**config.mk**
```make
export PLATFORM = sky130hd
export DESIGN_NAME = cpu
export DESIGN_NICKNAME = d
export VERILOG_FILES = /design/src/cpu_pkg.sv /design/src/alu_unit.sv /design/src/cpu.sv /design/src/instr_decode.sv /design/src/mul_pipe.sv /design/src/writeback_regs.sv
export VERILOG_INCLUDE_DIRS = /design/src
export SDC_FILE = /design/constraint.sdc
export NUM_CORES = 2
export LEC_CHECK = 0
export ABC_AREA = 0
export ABC_CLOCK_PERIOD_IN_PS = 11500
export BUFFER_PORTS_ARGS = -buffer_cell sky130_fd_sc_hd__buf_2
export CAP_MARGIN = 20
export CORE_ASPECT_RATIO = 1.25
export CORE_MARGIN = 2
export CORE_UTILIZATION = 60
export CTS_BUF_LIST = sky130_fd_sc_hd__clkbuf_8
export DETAILED_ROUTE_END_ITERATION = 8
export GPL_TIMING_DRIVEN = 0
export PLACE_DENSITY = 0.86
export SLEW_MARGIN = 25
export SYNTH_ARGS = -nofsm -noshare
export SYNTH_HDL_FRONTEND = slang
export SYNTH_SLANG_ARGS = --single-unit
```
**constraint.sdc**
```tcl
create_clock -name clk_i -period 11.5 [get_ports clk_i]
set_input_delay 0.575 -clock clk_i [delete_from_list [all_inputs] [get_ports clk_i]]
set_output_delay 0.575 -clock clk_i [all_outputs]
set_load 0.02 [all_outputs]
```
**src/cpu_settings.svh**
```systemverilog
`ifndef CPU_SETTINGS_SVH
`define CPU_SETTINGS_SVH

// Data path and register width
`define CPU_DATA_W 32

// Architectural register file
`define CPU_NUM_REGS 32
`define CPU_REG_IDX_W 5

// Instruction word width, RV32 encodings
`define CPU_INSTR_W 32

// Multiply pipeline depth, stage 1 to stage 5
`define CPU_MUL_STAGES 5

`endif

```
**src/cpu_pkg.sv**
```systemverilog
`default_nettype none

`include "cpu_settings.svh"

package cpu_pkg;

  // Internal opcodes after decode
  typedef enum logic [3:0] {
    OP_NONE = 4'd0,
    OP_ADD  = 4'd1,
    OP_SUB  = 4'd2,
    OP_AND  = 4'd3,
    OP_OR   = 4'd4,
    OP_XOR  = 4'd5,
    OP_SLL  = 4'd6,
    OP_SRL  = 4'd7,
    OP_SLT  = 4'd8,
    OP_ADDI = 4'd9,
    OP_MUL  = 4'd10
  } op_t;

  // Request handed from decode to the ALU stage
  typedef struct packed {
    op_t                       op;
    logic [`CPU_REG_IDX_W-1:0] rd;
    logic [`CPU_DATA_W-1:0]    a;
    logic [`CPU_DATA_W-1:0]    b;
    logic [`CPU_DATA_W-1:0]    imm;
  } alu_req_t;

endpackage

`default_nettype wire

```
**src/alu_unit.sv**
```systemverilog
`timescale 1ns/10ps
`default_nettype none

`include "cpu_settings.svh"

module alu_unit (
  input  logic                      clk_i,
  input  logic                      rst_i,
  input  logic                      alu_valid_i,
  input  cpu_pkg::alu_req_t         alu_req_i,
  output logic                      alu_done_o,
  output logic [`CPU_REG_IDX_W-1:0] alu_rd_o,
  output logic [`CPU_DATA_W-1:0]    alu_result_o
);
  import cpu_pkg::*;

  logic                   alu_valid_q;
  alu_req_t               req_q;
  logic [4:0]             shamt;
  logic [`CPU_DATA_W-1:0] result;

  always_ff @(posedge clk_i) begin
    if (!rst_i) begin
      alu_valid_q <= 1'b0;
    end else begin
      alu_valid_q <= alu_valid_i;
    end
  end

  always_ff @(posedge clk_i) begin
    if (alu_valid_i) begin
      req_q <= alu_req_i;
    end
  end

  // Only the low five bits shift
  assign shamt = req_q.b[4:0];

  always_comb begin
    case (req_q.op)
      OP_ADD:  result = req_q.a + req_q.b;
      OP_SUB:  result = req_q.a - req_q.b;
      OP_AND:  result = req_q.a & req_q.b;
      OP_OR:   result = req_q.a | req_q.b;
      OP_XOR:  result = req_q.a ^ req_q.b;
      OP_SLL:  result = req_q.a << shamt;
      OP_SRL:  result = req_q.a >> shamt;
      OP_SLT:  result = {{(`CPU_DATA_W-1){1'b0}}, $signed(req_q.a) < $signed(req_q.b)};
      OP_ADDI: result = req_q.a + req_q.imm;
      default: result = '0;
    endcase
  end

  assign alu_done_o   = alu_valid_q;
  assign alu_rd_o     = req_q.rd;
  assign alu_result_o = result;

endmodule

`default_nettype wire

```
**src/cpu.sv**
```systemverilog
`timescale 1ns/10ps
`default_nettype none

`include "cpu_settings.svh"

module cpu (
  input  logic                      clk_i,
  input  logic                      rst_i,
  input  logic                      instr_valid_i,
  input  logic [`CPU_INSTR_W-1:0]   instr_i,
  output logic                      stall_o,
  output logic                      wb_valid_o,
  output logic [`CPU_REG_IDX_W-1:0] wb_reg_o,
  output logic [`CPU_DATA_W-1:0]    wb_data_o
);
  import cpu_pkg::*;

  // Decode to execute
  logic                      alu_valid;
  alu_req_t                  alu_req;
  logic                      mul_valid;
  logic [`CPU_REG_IDX_W-1:0] mul_rd_in;
  logic [`CPU_DATA_W-1:0]    mul_a;
  logic [`CPU_DATA_W-1:0]    mul_b;

  // Register file read port
  logic [`CPU_REG_IDX_W-1:0] rs1_idx;
  logic [`CPU_REG_IDX_W-1:0] rs2_idx;
  logic [`CPU_DATA_W-1:0]    rs1_data;
  logic [`CPU_DATA_W-1:0]    rs2_data;

  // Execute results and hazard feedback
  logic                      alu_done;
  logic [`CPU_REG_IDX_W-1:0] alu_rd;
  logic [`CPU_DATA_W-1:0]    alu_result;
  logic                      mul_done;
  logic [`CPU_REG_IDX_W-1:0] mul_rd_out;
  logic [`CPU_DATA_W-1:0]    mul_result;
  logic [`CPU_NUM_REGS-1:0]  mul_pending;
  logic                      mul_wb_next;

  instr_decode i_instr_decode (
    .clk_i         (clk_i),
    .rst_i         (rst_i),
    .instr_valid_i (instr_valid_i),
    .instr_i       (instr_i),
    .rs1_data_i    (rs1_data),
    .rs2_data_i    (rs2_data),
    .mul_pending_i (mul_pending),
    .mul_wb_next_i (mul_wb_next),
    .stall_o       (stall_o),
    .rs1_idx_o     (rs1_idx),
    .rs2_idx_o     (rs2_idx),
    .alu_valid_o   (alu_valid),
    .alu_req_o     (alu_req),
    .mul_valid_o   (mul_valid),
    .mul_rd_o      (mul_rd_in),
    .mul_a_o       (mul_a),
    .mul_b_o       (mul_b)
  );

  alu_unit i_alu_unit (
    .clk_i        (clk_i),
    .rst_i        (rst_i),
    .alu_valid_i  (alu_valid),
    .alu_req_i    (alu_req),
    .alu_done_o   (alu_done),
    .alu_rd_o     (alu_rd),
    .alu_result_o (alu_result)
  );

  mul_pipe i_mul_pipe (
    .clk_i         (clk_i),
    .rst_i         (rst_i),
    .mul_valid_i   (mul_valid),
    .mul_rd_i      (mul_rd_in),
    .mul_a_i       (mul_a),
    .mul_b_i       (mul_b),
    .mul_done_o    (mul_done),
    .mul_rd_o      (mul_rd_out),
    .mul_result_o  (mul_result),
    .mul_pending_o (mul_pending),
    .mul_wb_next_o (mul_wb_next)
  );

  writeback_regs i_writeback_regs (
    .clk_i        (clk_i),
    .rst_i        (rst_i),
    .rs1_idx_i    (rs1_idx),
    .rs2_idx_i    (rs2_idx),
    .alu_done_i   (alu_done),
    .alu_rd_i     (alu_rd),
    .alu_result_i (alu_result),
    .mul_done_i   (mul_done),
    .mul_rd_i     (mul_rd_out),
    .mul_result_i (mul_result),
    .rs1_data_o   (rs1_data),
    .rs2_data_o   (rs2_data),
    .wb_valid_o   (wb_valid_o),
    .wb_reg_o     (wb_reg_o),
    .wb_data_o    (wb_data_o)
  );

endmodule

`default_nettype wire

```
**src/instr_decode.sv**
```systemverilog
`timescale 1ns/10ps
`default_nettype none

`include "cpu_settings.svh"

module instr_decode (
  input  logic                       clk_i,
  input  logic                       rst_i,
  input  logic                       instr_valid_i,
  input  logic [`CPU_INSTR_W-1:0]    instr_i,
  input  logic [`CPU_DATA_W-1:0]     rs1_data_i,
  input  logic [`CPU_DATA_W-1:0]     rs2_data_i,
  input  logic [`CPU_NUM_REGS-1:0]   mul_pending_i,
  input  logic                       mul_wb_next_i,
  output logic                       stall_o,
  output logic [`CPU_REG_IDX_W-1:0]  rs1_idx_o,
  output logic [`CPU_REG_IDX_W-1:0]  rs2_idx_o,
  output logic                       alu_valid_o,
  output cpu_pkg::alu_req_t          alu_req_o,
  output logic                       mul_valid_o,
  output logic [`CPU_REG_IDX_W-1:0]  mul_rd_o,
  output logic [`CPU_DATA_W-1:0]     mul_a_o,
  output logic [`CPU_DATA_W-1:0]     mul_b_o
);
  import cpu_pkg::*;

  // RV32 major opcodes and funct7 values
  localparam logic [6:0] OPC_REG   = 7'b0110011;
  localparam logic [6:0] OPC_IMM   = 7'b0010011;
  localparam logic [6:0] F7_BASE   = 7'b0000000;
  localparam logic [6:0] F7_ALT    = 7'b0100000;
  localparam logic [6:0] F7_MULDIV = 7'b0000001;

  logic                      dec_valid_q;
  logic [`CPU_INSTR_W-1:0]   dec_instr_q;
  logic [6:0]                opcode;
  logic [6:0]                funct7;
  logic [2:0]                funct3;
  logic [`CPU_REG_IDX_W-1:0] rd;
  logic [`CPU_REG_IDX_W-1:0] rs1;
  logic [`CPU_REG_IDX_W-1:0] rs2;
  logic [`CPU_DATA_W-1:0]    imm;
  op_t                       op;
  logic                      uses_rs2;
  logic                      is_mul;
  logic                      src_hazard;
  logic                      dst_hazard;
  logic                      wb_hazard;
  logic                      issue;

  // Decode register, held while the instruction is blocked
  always_ff @(posedge clk_i) begin
    if (!rst_i) begin
      dec_valid_q <= 1'b0;
    end else if (!stall_o) begin
      dec_valid_q <= instr_valid_i;
    end
  end

  always_ff @(posedge clk_i) begin
    if (!stall_o && instr_valid_i) begin
      dec_instr_q <= instr_i;
    end
  end

  assign opcode = dec_instr_q[6:0];
  assign rd     = dec_instr_q[11:7];
  assign funct3 = dec_instr_q[14:12];
  assign rs1    = dec_instr_q[19:15];
  assign rs2    = dec_instr_q[24:20];
  assign funct7 = dec_instr_q[31:25];
  assign imm    = {{(`CPU_DATA_W-12){dec_instr_q[31]}}, dec_instr_q[31:20]};

  always_comb begin
    op       = OP_NONE;
    uses_rs2 = 1'b0;
    case (opcode)
      OPC_REG: begin
        uses_rs2 = 1'b1;
        if (funct7 == F7_BASE) begin
          case (funct3)
            3'b000:  op = OP_ADD;
            3'b001:  op = OP_SLL;
            3'b010:  op = OP_SLT;
            3'b100:  op = OP_XOR;
            3'b101:  op = OP_SRL;
            3'b110:  op = OP_OR;
            3'b111:  op = OP_AND;
            default: op = OP_NONE;
          endcase
        end else if (funct7 == F7_ALT && funct3 == 3'b000) begin
          op = OP_SUB;
        end else if (funct7 == F7_MULDIV && funct3 == 3'b000) begin
          op = OP_MUL;
        end
      end
      OPC_IMM: begin
        if (funct3 == 3'b000) begin
          op = OP_ADDI;
        end
      end
      default: op = OP_NONE;
    endcase
    // Writes to x0 retire as no-ops
    if (rd == '0) begin
      op = OP_NONE;
    end
  end

  assign is_mul = (op == OP_MUL);

  // Hazards against multiplies still in stages 1 to 4
  assign src_hazard = (rs1 != '0 && mul_pending_i[rs1]) ||
                      (uses_rs2 && rs2 != '0 && mul_pending_i[rs2]);
  assign dst_hazard = mul_pending_i[rd];
  // ALU result would land together with the stage 5 multiply
  assign wb_hazard  = !is_mul && mul_wb_next_i;

  assign stall_o = dec_valid_q && (op != OP_NONE) && (src_hazard || dst_hazard || wb_hazard);
  assign issue   = dec_valid_q && (op != OP_NONE) && !stall_o;

  assign rs1_idx_o = rs1;
  assign rs2_idx_o = rs2;

  assign alu_valid_o = issue && !is_mul;
  assign alu_req_o   = '{op: op, rd: rd, a: rs1_data_i, b: rs2_data_i, imm: imm};

  assign mul_valid_o = issue && is_mul;
  assign mul_rd_o    = rd;
  assign mul_a_o     = rs1_data_i;
  assign mul_b_o     = rs2_data_i;

endmodule

`default_nettype wire

```
**src/mul_pipe.sv**
```systemverilog
`timescale 1ns/10ps
`default_nettype none

`include "cpu_settings.svh"

module mul_pipe (
  input  logic                      clk_i,
  input  logic                      rst_i,
  input  logic                      mul_valid_i,
  input  logic [`CPU_REG_IDX_W-1:0] mul_rd_i,
  input  logic [`CPU_DATA_W-1:0]    mul_a_i,
  input  logic [`CPU_DATA_W-1:0]    mul_b_i,
  output logic                      mul_done_o,
  output logic [`CPU_REG_IDX_W-1:0] mul_rd_o,
  output logic [`CPU_DATA_W-1:0]    mul_result_o,
  output logic [`CPU_NUM_REGS-1:0]  mul_pending_o,
  output logic                      mul_wb_next_o
);

  localparam int HALF_W = `CPU_DATA_W / 2;

  logic [`CPU_MUL_STAGES-1:0] vld_q;
  logic [`CPU_REG_IDX_W-1:0]  rd_q [`CPU_MUL_STAGES];
  logic [`CPU_DATA_W-1:0]     a_q;
  logic [`CPU_DATA_W-1:0]     b_q;
  logic [`CPU_DATA_W-1:0]     pp_ll_q;
  logic [HALF_W-1:0]          pp_lh_q;
  logic [HALF_W-1:0]          pp_hl_q;
  logic [`CPU_DATA_W-1:0]     al_ll_q;
  logic [`CPU_DATA_W-1:0]     al_lh_q;
  logic [`CPU_DATA_W-1:0]     al_hl_q;
  logic [`CPU_DATA_W-1:0]     sum_q;
  logic [`CPU_DATA_W-1:0]     res_q;

  // Valid bits march one stage per cycle, never stalled
  always_ff @(posedge clk_i) begin
    if (!rst_i) begin
      vld_q <= '0;
    end else begin
      vld_q <= {vld_q[`CPU_MUL_STAGES-2:0], mul_valid_i};
    end
  end

  always_ff @(posedge clk_i) begin
    rd_q[0] <= mul_rd_i;
    for (int s = 1; s < `CPU_MUL_STAGES; s++) begin
      rd_q[s] <= rd_q[s-1];
    end
    a_q <= mul_a_i;
    b_q <= mul_b_i;
    // hi*hi only reaches bits above the low word
    pp_ll_q <= a_q[HALF_W-1:0] * b_q[HALF_W-1:0];
    pp_lh_q <= a_q[HALF_W-1:0] * b_q[`CPU_DATA_W-1:HALF_W];
    pp_hl_q <= a_q[`CPU_DATA_W-1:HALF_W] * b_q[HALF_W-1:0];
    al_ll_q <= pp_ll_q;
    al_lh_q <= {pp_lh_q, {HALF_W{1'b0}}};
    al_hl_q <= {pp_hl_q, {HALF_W{1'b0}}};
    sum_q   <= al_ll_q + al_lh_q + al_hl_q;
    res_q   <= sum_q;
  end

  // Destinations in stages 1 to 4
  always_comb begin
    mul_pending_o = '0;
    for (int s = 0; s < `CPU_MUL_STAGES - 1; s++) begin
      if (vld_q[s]) begin
        mul_pending_o[rd_q[s]] = 1'b1;
      end
    end
  end

  assign mul_wb_next_o = vld_q[`CPU_MUL_STAGES-2];
  assign mul_done_o    = vld_q[`CPU_MUL_STAGES-1];
  assign mul_rd_o      = rd_q[`CPU_MUL_STAGES-1];
  assign mul_result_o  = res_q;

endmodule

`default_nettype wire

```
**src/writeback_regs.sv**
```systemverilog
`timescale 1ns/10ps
`default_nettype none

`include "cpu_settings.svh"

module writeback_regs (
  input  logic                      clk_i,
  input  logic                      rst_i,
  input  logic [`CPU_REG_IDX_W-1:0] rs1_idx_i,
  input  logic [`CPU_REG_IDX_W-1:0] rs2_idx_i,
  input  logic                      alu_done_i,
  input  logic [`CPU_REG_IDX_W-1:0] alu_rd_i,
  input  logic [`CPU_DATA_W-1:0]    alu_result_i,
  input  logic                      mul_done_i,
  input  logic [`CPU_REG_IDX_W-1:0] mul_rd_i,
  input  logic [`CPU_DATA_W-1:0]    mul_result_i,
  output logic [`CPU_DATA_W-1:0]    rs1_data_o,
  output logic [`CPU_DATA_W-1:0]    rs2_data_o,
  output logic                      wb_valid_o,
  output logic [`CPU_REG_IDX_W-1:0] wb_reg_o,
  output logic [`CPU_DATA_W-1:0]    wb_data_o
);

  logic [`CPU_DATA_W-1:0]    regs_q [`CPU_NUM_REGS];
  logic                      wr_en;
  logic [`CPU_REG_IDX_W-1:0] wr_rd;
  logic [`CPU_DATA_W-1:0]    wr_data;

  // Multiply wins, issue keeps the two apart anyway
  assign wr_rd   = mul_done_i ? mul_rd_i : alu_rd_i;
  assign wr_data = mul_done_i ? mul_result_i : alu_result_i;
  assign wr_en   = (mul_done_i || alu_done_i) && (wr_rd != '0);

  always_ff @(posedge clk_i) begin
    if (!rst_i) begin
      for (int i = 0; i < `CPU_NUM_REGS; i++) begin
        regs_q[i] <= '0;
      end
    end else if (wr_en) begin
      regs_q[wr_rd] <= wr_data;
    end
  end

  // Write-through of the register being written this cycle
  assign rs1_data_o = (wr_en && wr_rd == rs1_idx_i) ? wr_data : regs_q[rs1_idx_i];
  assign rs2_data_o = (wr_en && wr_rd == rs2_idx_i) ? wr_data : regs_q[rs2_idx_i];

  always_ff @(posedge clk_i) begin
    if (!rst_i) begin
      wb_valid_o <= 1'b0;
    end else begin
      wb_valid_o <= wr_en;
    end
  end

  always_ff @(posedge clk_i) begin
    if (wr_en) begin
      wb_reg_o  <= wr_rd;
      wb_data_o <= wr_data;
    end
  end

endmodule

`default_nettype wire
```
# ---- After elaboration in Yosys (flattened, before gate mapping)
# Memory sizes are Yosys's and may differ from the RTL's. A register that Yosys moved wholly into a read port is not among the register bits.
# Index checks and enable logic that the tools add are counted.
dict set report word_totals {
  in_bits 35
  output_inout_bits 39
  ff_bits 418
  elab_cells 147
  ram_bits 1049
  memories 2
}
# memory depth word_bits rd rd_clocked_by_memory_dff write_ports line
set memory_table {}
lappend memory_table {i_writeback_regs.regs_q 32 32 2 2 32 writeback_regs.sv:24} ;# logic [`CPU_DATA_W-1:0] regs_q [`CPU_NUM_REGS];
lappend memory_table {i_mul_pipe.rd_q 5 5 5 0 5 mul_pipe.sv:23} ;# logic [`CPU_REG_IDX_W-1:0] rd_q [`CPU_MUL_STAGES];
dict set report classes {
  n_addsub 5
  muxes 40
  bitwise 6
  multipliers 3
  n_lt_le_gt_ge 12
  reduce_logical 33
  n_eq_ne 22
  shifts 2
}
# operator n
set op_table {}
lappend op_table {{32-bit one-hot mux with 9 select lines} 1}
lappend op_table {{32-bit 2-to-1 mux} 8}
lappend op_table {{32-bit adder} 4}
lappend op_table {{32-bit bitwise OR} 4}
lappend op_table {{5-bit by 6-bit less-than comparator with 1-bit output (second input constant)} 7}
lappend op_table {{32-bit bitwise AND} 1}
lappend op_table {{32-bit less-than comparator} 1}
lappend op_table {{16-bit by 16-bit multiplier with 16-bit output} 2}
lappend op_table {{16-bit by 16-bit multiplier with 32-bit output} 1}
lappend op_table {{32-bit OR reduction} 1}
lappend op_table {{32-bit by 5-bit left shift with 32-bit output} 1}
lappend op_table {{32-bit by 5-bit right shift with 32-bit output} 1}
lappend op_table {{32-bit subtractor} 1}
lappend op_table {{32-bit XOR} 1}
lappend op_table {{4-bit one-hot mux with 7 select lines} 1}
lappend op_table {{1-bit demux with 5-bit select} 4}
lappend op_table {{5-bit by 1-bit >= comparator with 1-bit output (second input constant)} 4}
lappend op_table {{4-bit 2-to-1 mux} 5}
lappend op_table {{5-bit 2-to-1 mux} 4}
lappend op_table {{1-bit logical AND} 19}
lappend op_table {{4-bit by 3-bit == test with 1-bit output (second input constant)} 4}
lappend op_table {{1-bit binary-select mux with 5-bit select} 3}
lappend op_table {{5-bit nonzero test} 3}
lappend op_table {{7-bit by 6-bit == test with 1-bit output (second input constant)} 2}
lappend op_table {{other kinds (17)} 40}

# ---- Longest topological paths before layout
# An unclocked memory read counts as a cell.
dict set report logic_depth {
  depth_word 22
  depth_mapped 25
}

# ---- Cells and area by module
# From an unflattened synthesis, not the netlist that was laid out.
dict set report unflattened {
  hier_cells 7890
  area_unflattened_um2 94291.7
}
# module cells_each seq_area_each_um2 area_each_um2 n_inst
set by_module_without_submodules {}
lappend by_module_without_submodules {writeback_regs 3646 31880.6 54344.6 1}
lappend by_module_without_submodules {mul_pipe 2511 5725.5 24091.9 1}
lappend by_module_without_submodules {alu_unit 1377 3173.0 12283.0 1}
lappend by_module_without_submodules {instr_decode 356 980.9 3572.2 1}

# ---- Worst setup path after synthesis
# Ideal clock, no wire load.
dict set report synth_timing {
  kind {flip-flop to flip-flop}
  start {register i_instr_decode.dec_instr_q[3]}
  end {register i_alu_unit.req_q, in the netlist i_alu_unit.alu_rd_o[0] (enable)}
  synth_period_minus_slack_ns 10.953
  setup_slack_ns 0.547
  required_ns 10.763
  t_arrival_ns 10.216
  path_stages_with_launch 9
  cell_sequence {edfxtp_1 -> or4b_1 -> a311o_1 -> a211oi_1 -> nor2b_1 -> a31oi_1 -> nor4b_1 -> nand4_1 -> nor4_1}
}
dict set report synth_between {
  elab_chain_cells 11
  word_cells_on_any_way 19
  classes_between {3 x eq/ne; 3 x mux; 13 x reduce/logical}
}
# item line
set synth_rtl {}
lappend synth_rtl {{start, declared} instr_decode.sv:35} ;# logic [`CPU_INSTR_W-1:0] dec_instr_q;
lappend synth_rtl {{start signal, assigned} instr_decode.sv:62} ;# dec_instr_q <= instr_i;
lappend synth_rtl {{7-bit by 5-bit == test with 1-bit output or 7-bit by 6-bit == test with 1-bit output (tied branches)} instr_decode.sv:77} ;# case (opcode)
lappend synth_rtl {{4-bit one-hot mux with 2 select lines or 1-bit 2-to-1 mux (tied branches)} instr_decode.sv:77}
lappend synth_rtl {{4-bit 2-to-1 mux or 1-bit logical AND (tied branches)} {instr_decode.sv:105, instr_decode.sv:114}}
lappend synth_rtl {{4-bit == test or 1-bit logical AND (tied branches)} {instr_decode.sv:110, instr_decode.sv:114}}
lappend synth_rtl {{1-bit logical NOT or 1-bit logical OR (tied branches)} {instr_decode.sv:117, instr_decode.sv:125, instr_decode.sv:113}}
lappend synth_rtl {{1-bit logical AND or 1-bit logical OR (tied branches)} {instr_decode.sv:117, instr_decode.sv:119}}
lappend synth_rtl {{1-bit logical OR} instr_decode.sv:119} ;# assign stall_o = dec_valid_q && (op != OP_NONE) && (src_hazard || dst_hazard || wb_hazard);
lappend synth_rtl {{1-bit logical AND} instr_decode.sv:119}
lappend synth_rtl {{1-bit logical NOT} --}
lappend synth_rtl {{1-bit logical AND} instr_decode.sv:120} ;# assign issue = dec_valid_q && (op != OP_NONE) && !stall_o;
lappend synth_rtl {{1-bit logical AND *} instr_decode.sv:125} ;# assign alu_valid_o = issue && !is_mul;
lappend synth_rtl {{net alu_valid} cpu.sv:19} ;# logic alu_valid;
lappend synth_rtl {{end signal, assigned} alu_unit.sv:32} ;# req_q <= alu_req_i;
lappend synth_rtl {{end, declared} alu_unit.sv:18} ;# alu_req_t req_q;
# The timed path passes the listed nets; every way through them passes the cells marked *.
# A chain may end at the register's enable or synchronous reset.

# ---- Worst setup path in the final report
dict set report layout_timing {
  start {register i_mul_pipe.b_q[3]}
  end {register i_mul_pipe.pp_ll_q[31]}
}
dict set report layout_between {
  elab_chain_cells 1
}
# item line
set layout_rtl {}
lappend layout_rtl {{start, declared} mul_pipe.sv:25} ;# logic [`CPU_DATA_W-1:0] b_q;
lappend layout_rtl {{start signal, assigned} mul_pipe.sv:50} ;# b_q <= mul_b_i;
lappend layout_rtl {{16-bit by 16-bit multiplier with 32-bit output} mul_pipe.sv:52} ;# pp_ll_q <= a_q[HALF_W-1:0] * b_q[HALF_W-1:0];
lappend layout_rtl {{end signal, assigned} mul_pipe.sv:52}
lappend layout_rtl {{end, declared} mul_pipe.sv:26} ;# logic [`CPU_DATA_W-1:0] pp_ll_q;
# No other way between the ends.

==> flow_summary_export.csv <==
group,metric,value,unit
placement,dpl-instance-area,95600,um^2
cts,cts-buffers-inserted,221,
synth,ys_top_cells_by_area,"edfxtp_1 (39%), mux4_2 (18%), fa_1 (8.1%), dfxtp_1 (6.5%), nor2_1 (4.9%)",
cells_and_area,nets,8571,
sta,timing.setup.tns,0,ns
cts,clock_tree.root_cell,"clkbuf_8",
cells_and_area,areaGrowthSynthToFinish,9.65,%
pwr,leakagePower,38.1,nW
sta,final.setup_skew,0.104,ns
sta,maxSlewViolCount,0,
detailed_routing,drt_pre_antenna_iters,9,
status,status,"finished, violations left",
pwr,netSwitchingPower,8.47,mW
placement,dp_worst_setup_slack,3.73,ns
pwr,power_frac_comb,46.6,%
critical_path,timing.critical_path.cells,"clkbuf_1 > clkbuf_1 > nand2_1 > fa_1 > fa_1 > fa_1 > inv_1 > fa_1 > fa_1 > inv_1 > fa_1 > inv_1 > ha_1 > and2_1 > a221oi_1 > a21oi_1 > a21oi_1 > o31ai_1 > a21bo_2 > o211a_1 > o41ai_1 > xnor2_1",
placement,io_buffer_count,73,
cells_and_area,final_design_area_no_fill,100000,um^2
cts,clkLatencyLatePin,1.07,ns
global_routing,global_route.overflow_total,0,
global_routing,groute.usage.overall,43.5,%
detailed_routing,detail-route-antenna-nets,0,
cts,cts_tree,"yes",
synth,yosys.area.top_type,"edfxtp_1",
detailed_routing,route.detailed.drc,2,
sta,max-slew-margin-rel,17.8,%
flow_run,maxCapViolCount,0,
cts,path_clk_slew,0.07,ns
die,die_area,156000,um^2
synth,synth.yosys.seq_area_share,45.2,%
synth,synth-seq-cells,1477,
cells_and_area,multi_input_area,46000,um^2
synth,postSynthCellCount,7404,
synth,asyncSetResetFlopFracSynth,0,%
sta,finalSetupViolations,0,
synth,ys.flop_type,"edfxtp_1",
global_routing,grt_first_pass_wirelength,481000,um
pwr,sw_frac_of_total,40.5,%
die,die_width,353,um
pwr,vdd.ir_drop.worst,802,uV
synth,synth.lib_cells_used.distinct,102,
detailed_routing,detailedRoute.firstIterationViolations,11400,
detailed_routing,drt-wirelength-per-cell,33.5,um
critical_path,cp_slowest_stage_delay,0.67,ns
synth,synthesized_area,91600,um^2
sta,unrepaired_setup_endpoints_after_global_routing,"no",
pwr,power_density,208,nW/um^2
sta,finalCriticalPeriod,8.12,ns
pwr,power_frac_clock,20.6,%
synth,mean_syn_cell_area,12.4,um^2
cells_and_area,fillerInstances,10500,
critical_path,crit_slowest_cell,"a221oi_1",
die,chipHeight,441,um
global_routing,grt_pass1_vias,70900,
global_routing,number_of_antenna_violations_at_the_first_check_in_global_routing,23,
pwr,p_int,12.5,mW
critical_path,critPathMostFrequentCell,"fa_1",
cts,clkSinkCount,1477,
sta,timing.fmax,123,MHz
detailed_routing,routed-via-count,70200,
sta,final.setup.worst_slack,3.38,ns
placement,dp_hpwl,255000,um
cts,clock_path_buffers,3,
sta,timing_hold_violations_final,0,
cells_and_area,final_layout_size_suffix_gt1_share,18.1,%
synth,post-synth-top-area-fraction,38.6,%
die,placement_rows,160,
critical_path,worstSetupEndpointType,"register",
cts,cts_hold_repair.buffers,34,
global_routing,largest_net_degree_at_the_start_of_global_routing,33,
synth,ys_warn_count,0,
cells_and_area,layout.area.seq,41400,um^2
die,effective_utilization_at_floorplan,60.3,%
cts,cts_resized,0,
die,io-pin-count,74,
pwr,power.total,20.9,mW
cts,post-cts-setup-buffer-count,0,
hold_path,hold_removal_path_class,"in2reg",
die,placeableCoreArea,152000,um^2
synth,synth-edff-count,1178,
critical_path,timing.critical_path.required,12.43,ns
critical_path,worst-endpoint-arrival,9.05,ns
status,failing_checks,"DRC",
placement,gp_congestion,1.09,
critical_path,setup.worst_path.class,"reg2reg",
sta,tightest_slew,1.23,ns
sta,period_share,70.6,%
cts,ctsHtreeMaxLevel,4,
pwr,seq_power_share,32.8,%
critical_path,cp_max_fo,10,
critical_path,critical_path_source_type,"register",
detailed_routing,routed_wirelength,337000,um
detailed_routing,viasPerCell,6.99,
cell type report:
type | count | area share (%)
Antenna cell | 11 | 0.0274
Multi-Input combinational cell | 4773 | 45.8
Timing Repair Buffer | 162 | 1.52
Clock inverter | 179 | 1.09
Tap cell | 2025 | 2.52
Clock buffer | 235 | 3.22
Inverter | 631 | 2.36
Buffer | 554 | 2.25
Sequential cell | 1477 | 41.2
sequential cells by signal, summed over array words and instances, names as in the netlist, named ones only:
register and count:
i_mul_pipe.al_ll_q 32, i_mul_pipe.a_q 32, i_mul_pipe.vld_q 5, i_writeback_regs.wb_valid_o 1, i_mul_pipe.pp_lh_q 16, i_mul_pipe.sum_q 32, i_alu_unit.alu_rd_o 5, i_writeback_regs.wb_reg_o 5
i_mul_pipe.mul_result_o 32, i_mul_pipe.rd_q 25, i_instr_decode.dec_instr_q 32, i_mul_pipe.b_q 32, i_alu_unit.alu_done_o 1, i_instr_decode.dec_valid_q 1, i_writeback_regs.regs_q 1024, i_writeback_regs.wb_data_o 32
i_alu_unit.req_q 80, i_mul_pipe.al_lh_q 16, i_mul_pipe.al_hl_q 16, i_mul_pipe.pp_hl_q 16, i_mul_pipe.pp_ll_q 32
layout by cell type (no fill, tap or decap), drive strengths merged, types with 12 or more instances in the layout:
cell            n
or2            15
fa            372
nand2b         23
xor2           29
mux2i          58
mux2           90
and2          246
clkinv         80
clkbuf        662
dfxtp         299
dlygate4sd3    34
buf           255
nor3           52
a31oi          15
ha            344
mux4          723
o22ai          41
nor2b          27
a22oi          39
o2111ai        12
o21a           24
nand3          32
a21oi         140
xnor2         141
inv           714
o221ai         16
conb           32
o31ai          15
edfxtp       1178
nor4           17
o211ai         14
a221oi         35
nand2         622
nand4          16
a21o           30
nor2         1184
o21ai         175
o21bai         26
a211oi         15
cells by family after synthesis:
| logic type | synth area share (%) |
|---|---|
| other | 0.00410 |
| xor gates and xnor gates | 1.63 |
| AOI/OAI and AO/OA | 4.99 |
| DFF | 45.2 |
| muxes | 19.6 |
| and+or+nand+nor | 10.8 |
| adders and majority gates | 12.8 |
| buffers and inverters | 4.98 |
power groups by stage:
stage	Clock, mW	Sequential [mW]	Combinational, mW
floorplan	0	6.66	6.65
global placement	0	6.91	9.11
detailed placement	0	6.93	9.45
CTS	4.26	6.83	9.60
global route	4.47	6.87	10.6
finish	4.31	6.87	9.75
routing by layer:
layer	share of wire, %	GRT usage [%]	vias to the layer above
li1	-	-	27300
met1	29	46.8	34000
met2	46	69.3	6850
met3	13	14.0	2072
met4	12	38.5	24
met5	0.075	0.338	-
stage by stage:
step	cells	utilization (%)	hold slack (ns)
global placement	9533	62.3	0.311
finish	10000	66.2	0.252
CTS	10000	66.0	0.227
detailed placement	9582	63.0	0.312
floorplan	7435	-	0.310
global route	10000	66.1	0.260
worst max-delay path: cells and delay by family (launching register included):
kind | cells | cell delay, ns
AO/OA/AOI/OAI | 7 | 2.45
XOR/XNOR | 1 | 0.16
flip-flops | 1 | 0.43
buffers and inverters | 5 | 1.25
adder cells (fa/ha/maj) | 7 | 3.41
AND/OR/NAND/NOR | 2 | 0.32
synth_stat cells (15+ instances only):
cell type,count
inv_1,627
a21o_1,30
nand2_1,622
a21oi_1,140
a22oi_1,37
mux2_2,81
nand4_1,16
nor2_1,1183
xor2_1,29
nor4_1,17
nand2b_1,23
nand3_1,32
ha_1,344
o21bai_1,26
clkbuf_1,407
o221ai_1,16
o21ai_0,173
edfxtp_1,1178
xnor2_1,141
and2_1,246
dfxtp_1,299
o22ai_1,41
mux2i_1,58
buf_1,66
a221oi_1,34
o21a_1,24
nor2b_1,27
a211oi_1,15
mux4_2,721
fa_1,372
buf_2,79
nor3_1,52
worst paths after layout:
check                          from                        endpoint  slack (ns)  depth (start not counted)
max               i_mul_pipe.b_q[3]          i_mul_pipe.pp_ll_q[31]        3.38                         22
min                     instr_i[29]  i_instr_decode.dec_instr_q[29]        0.25                          2
max reg2reg       i_mul_pipe.b_q[3]          i_mul_pipe.pp_ll_q[31]        3.38                         22
min reg2reg  i_mul_pipe.pp_lh_q[11]          i_mul_pipe.al_lh_q[27]        0.29                          0
(Power assumes the default switching activity.)
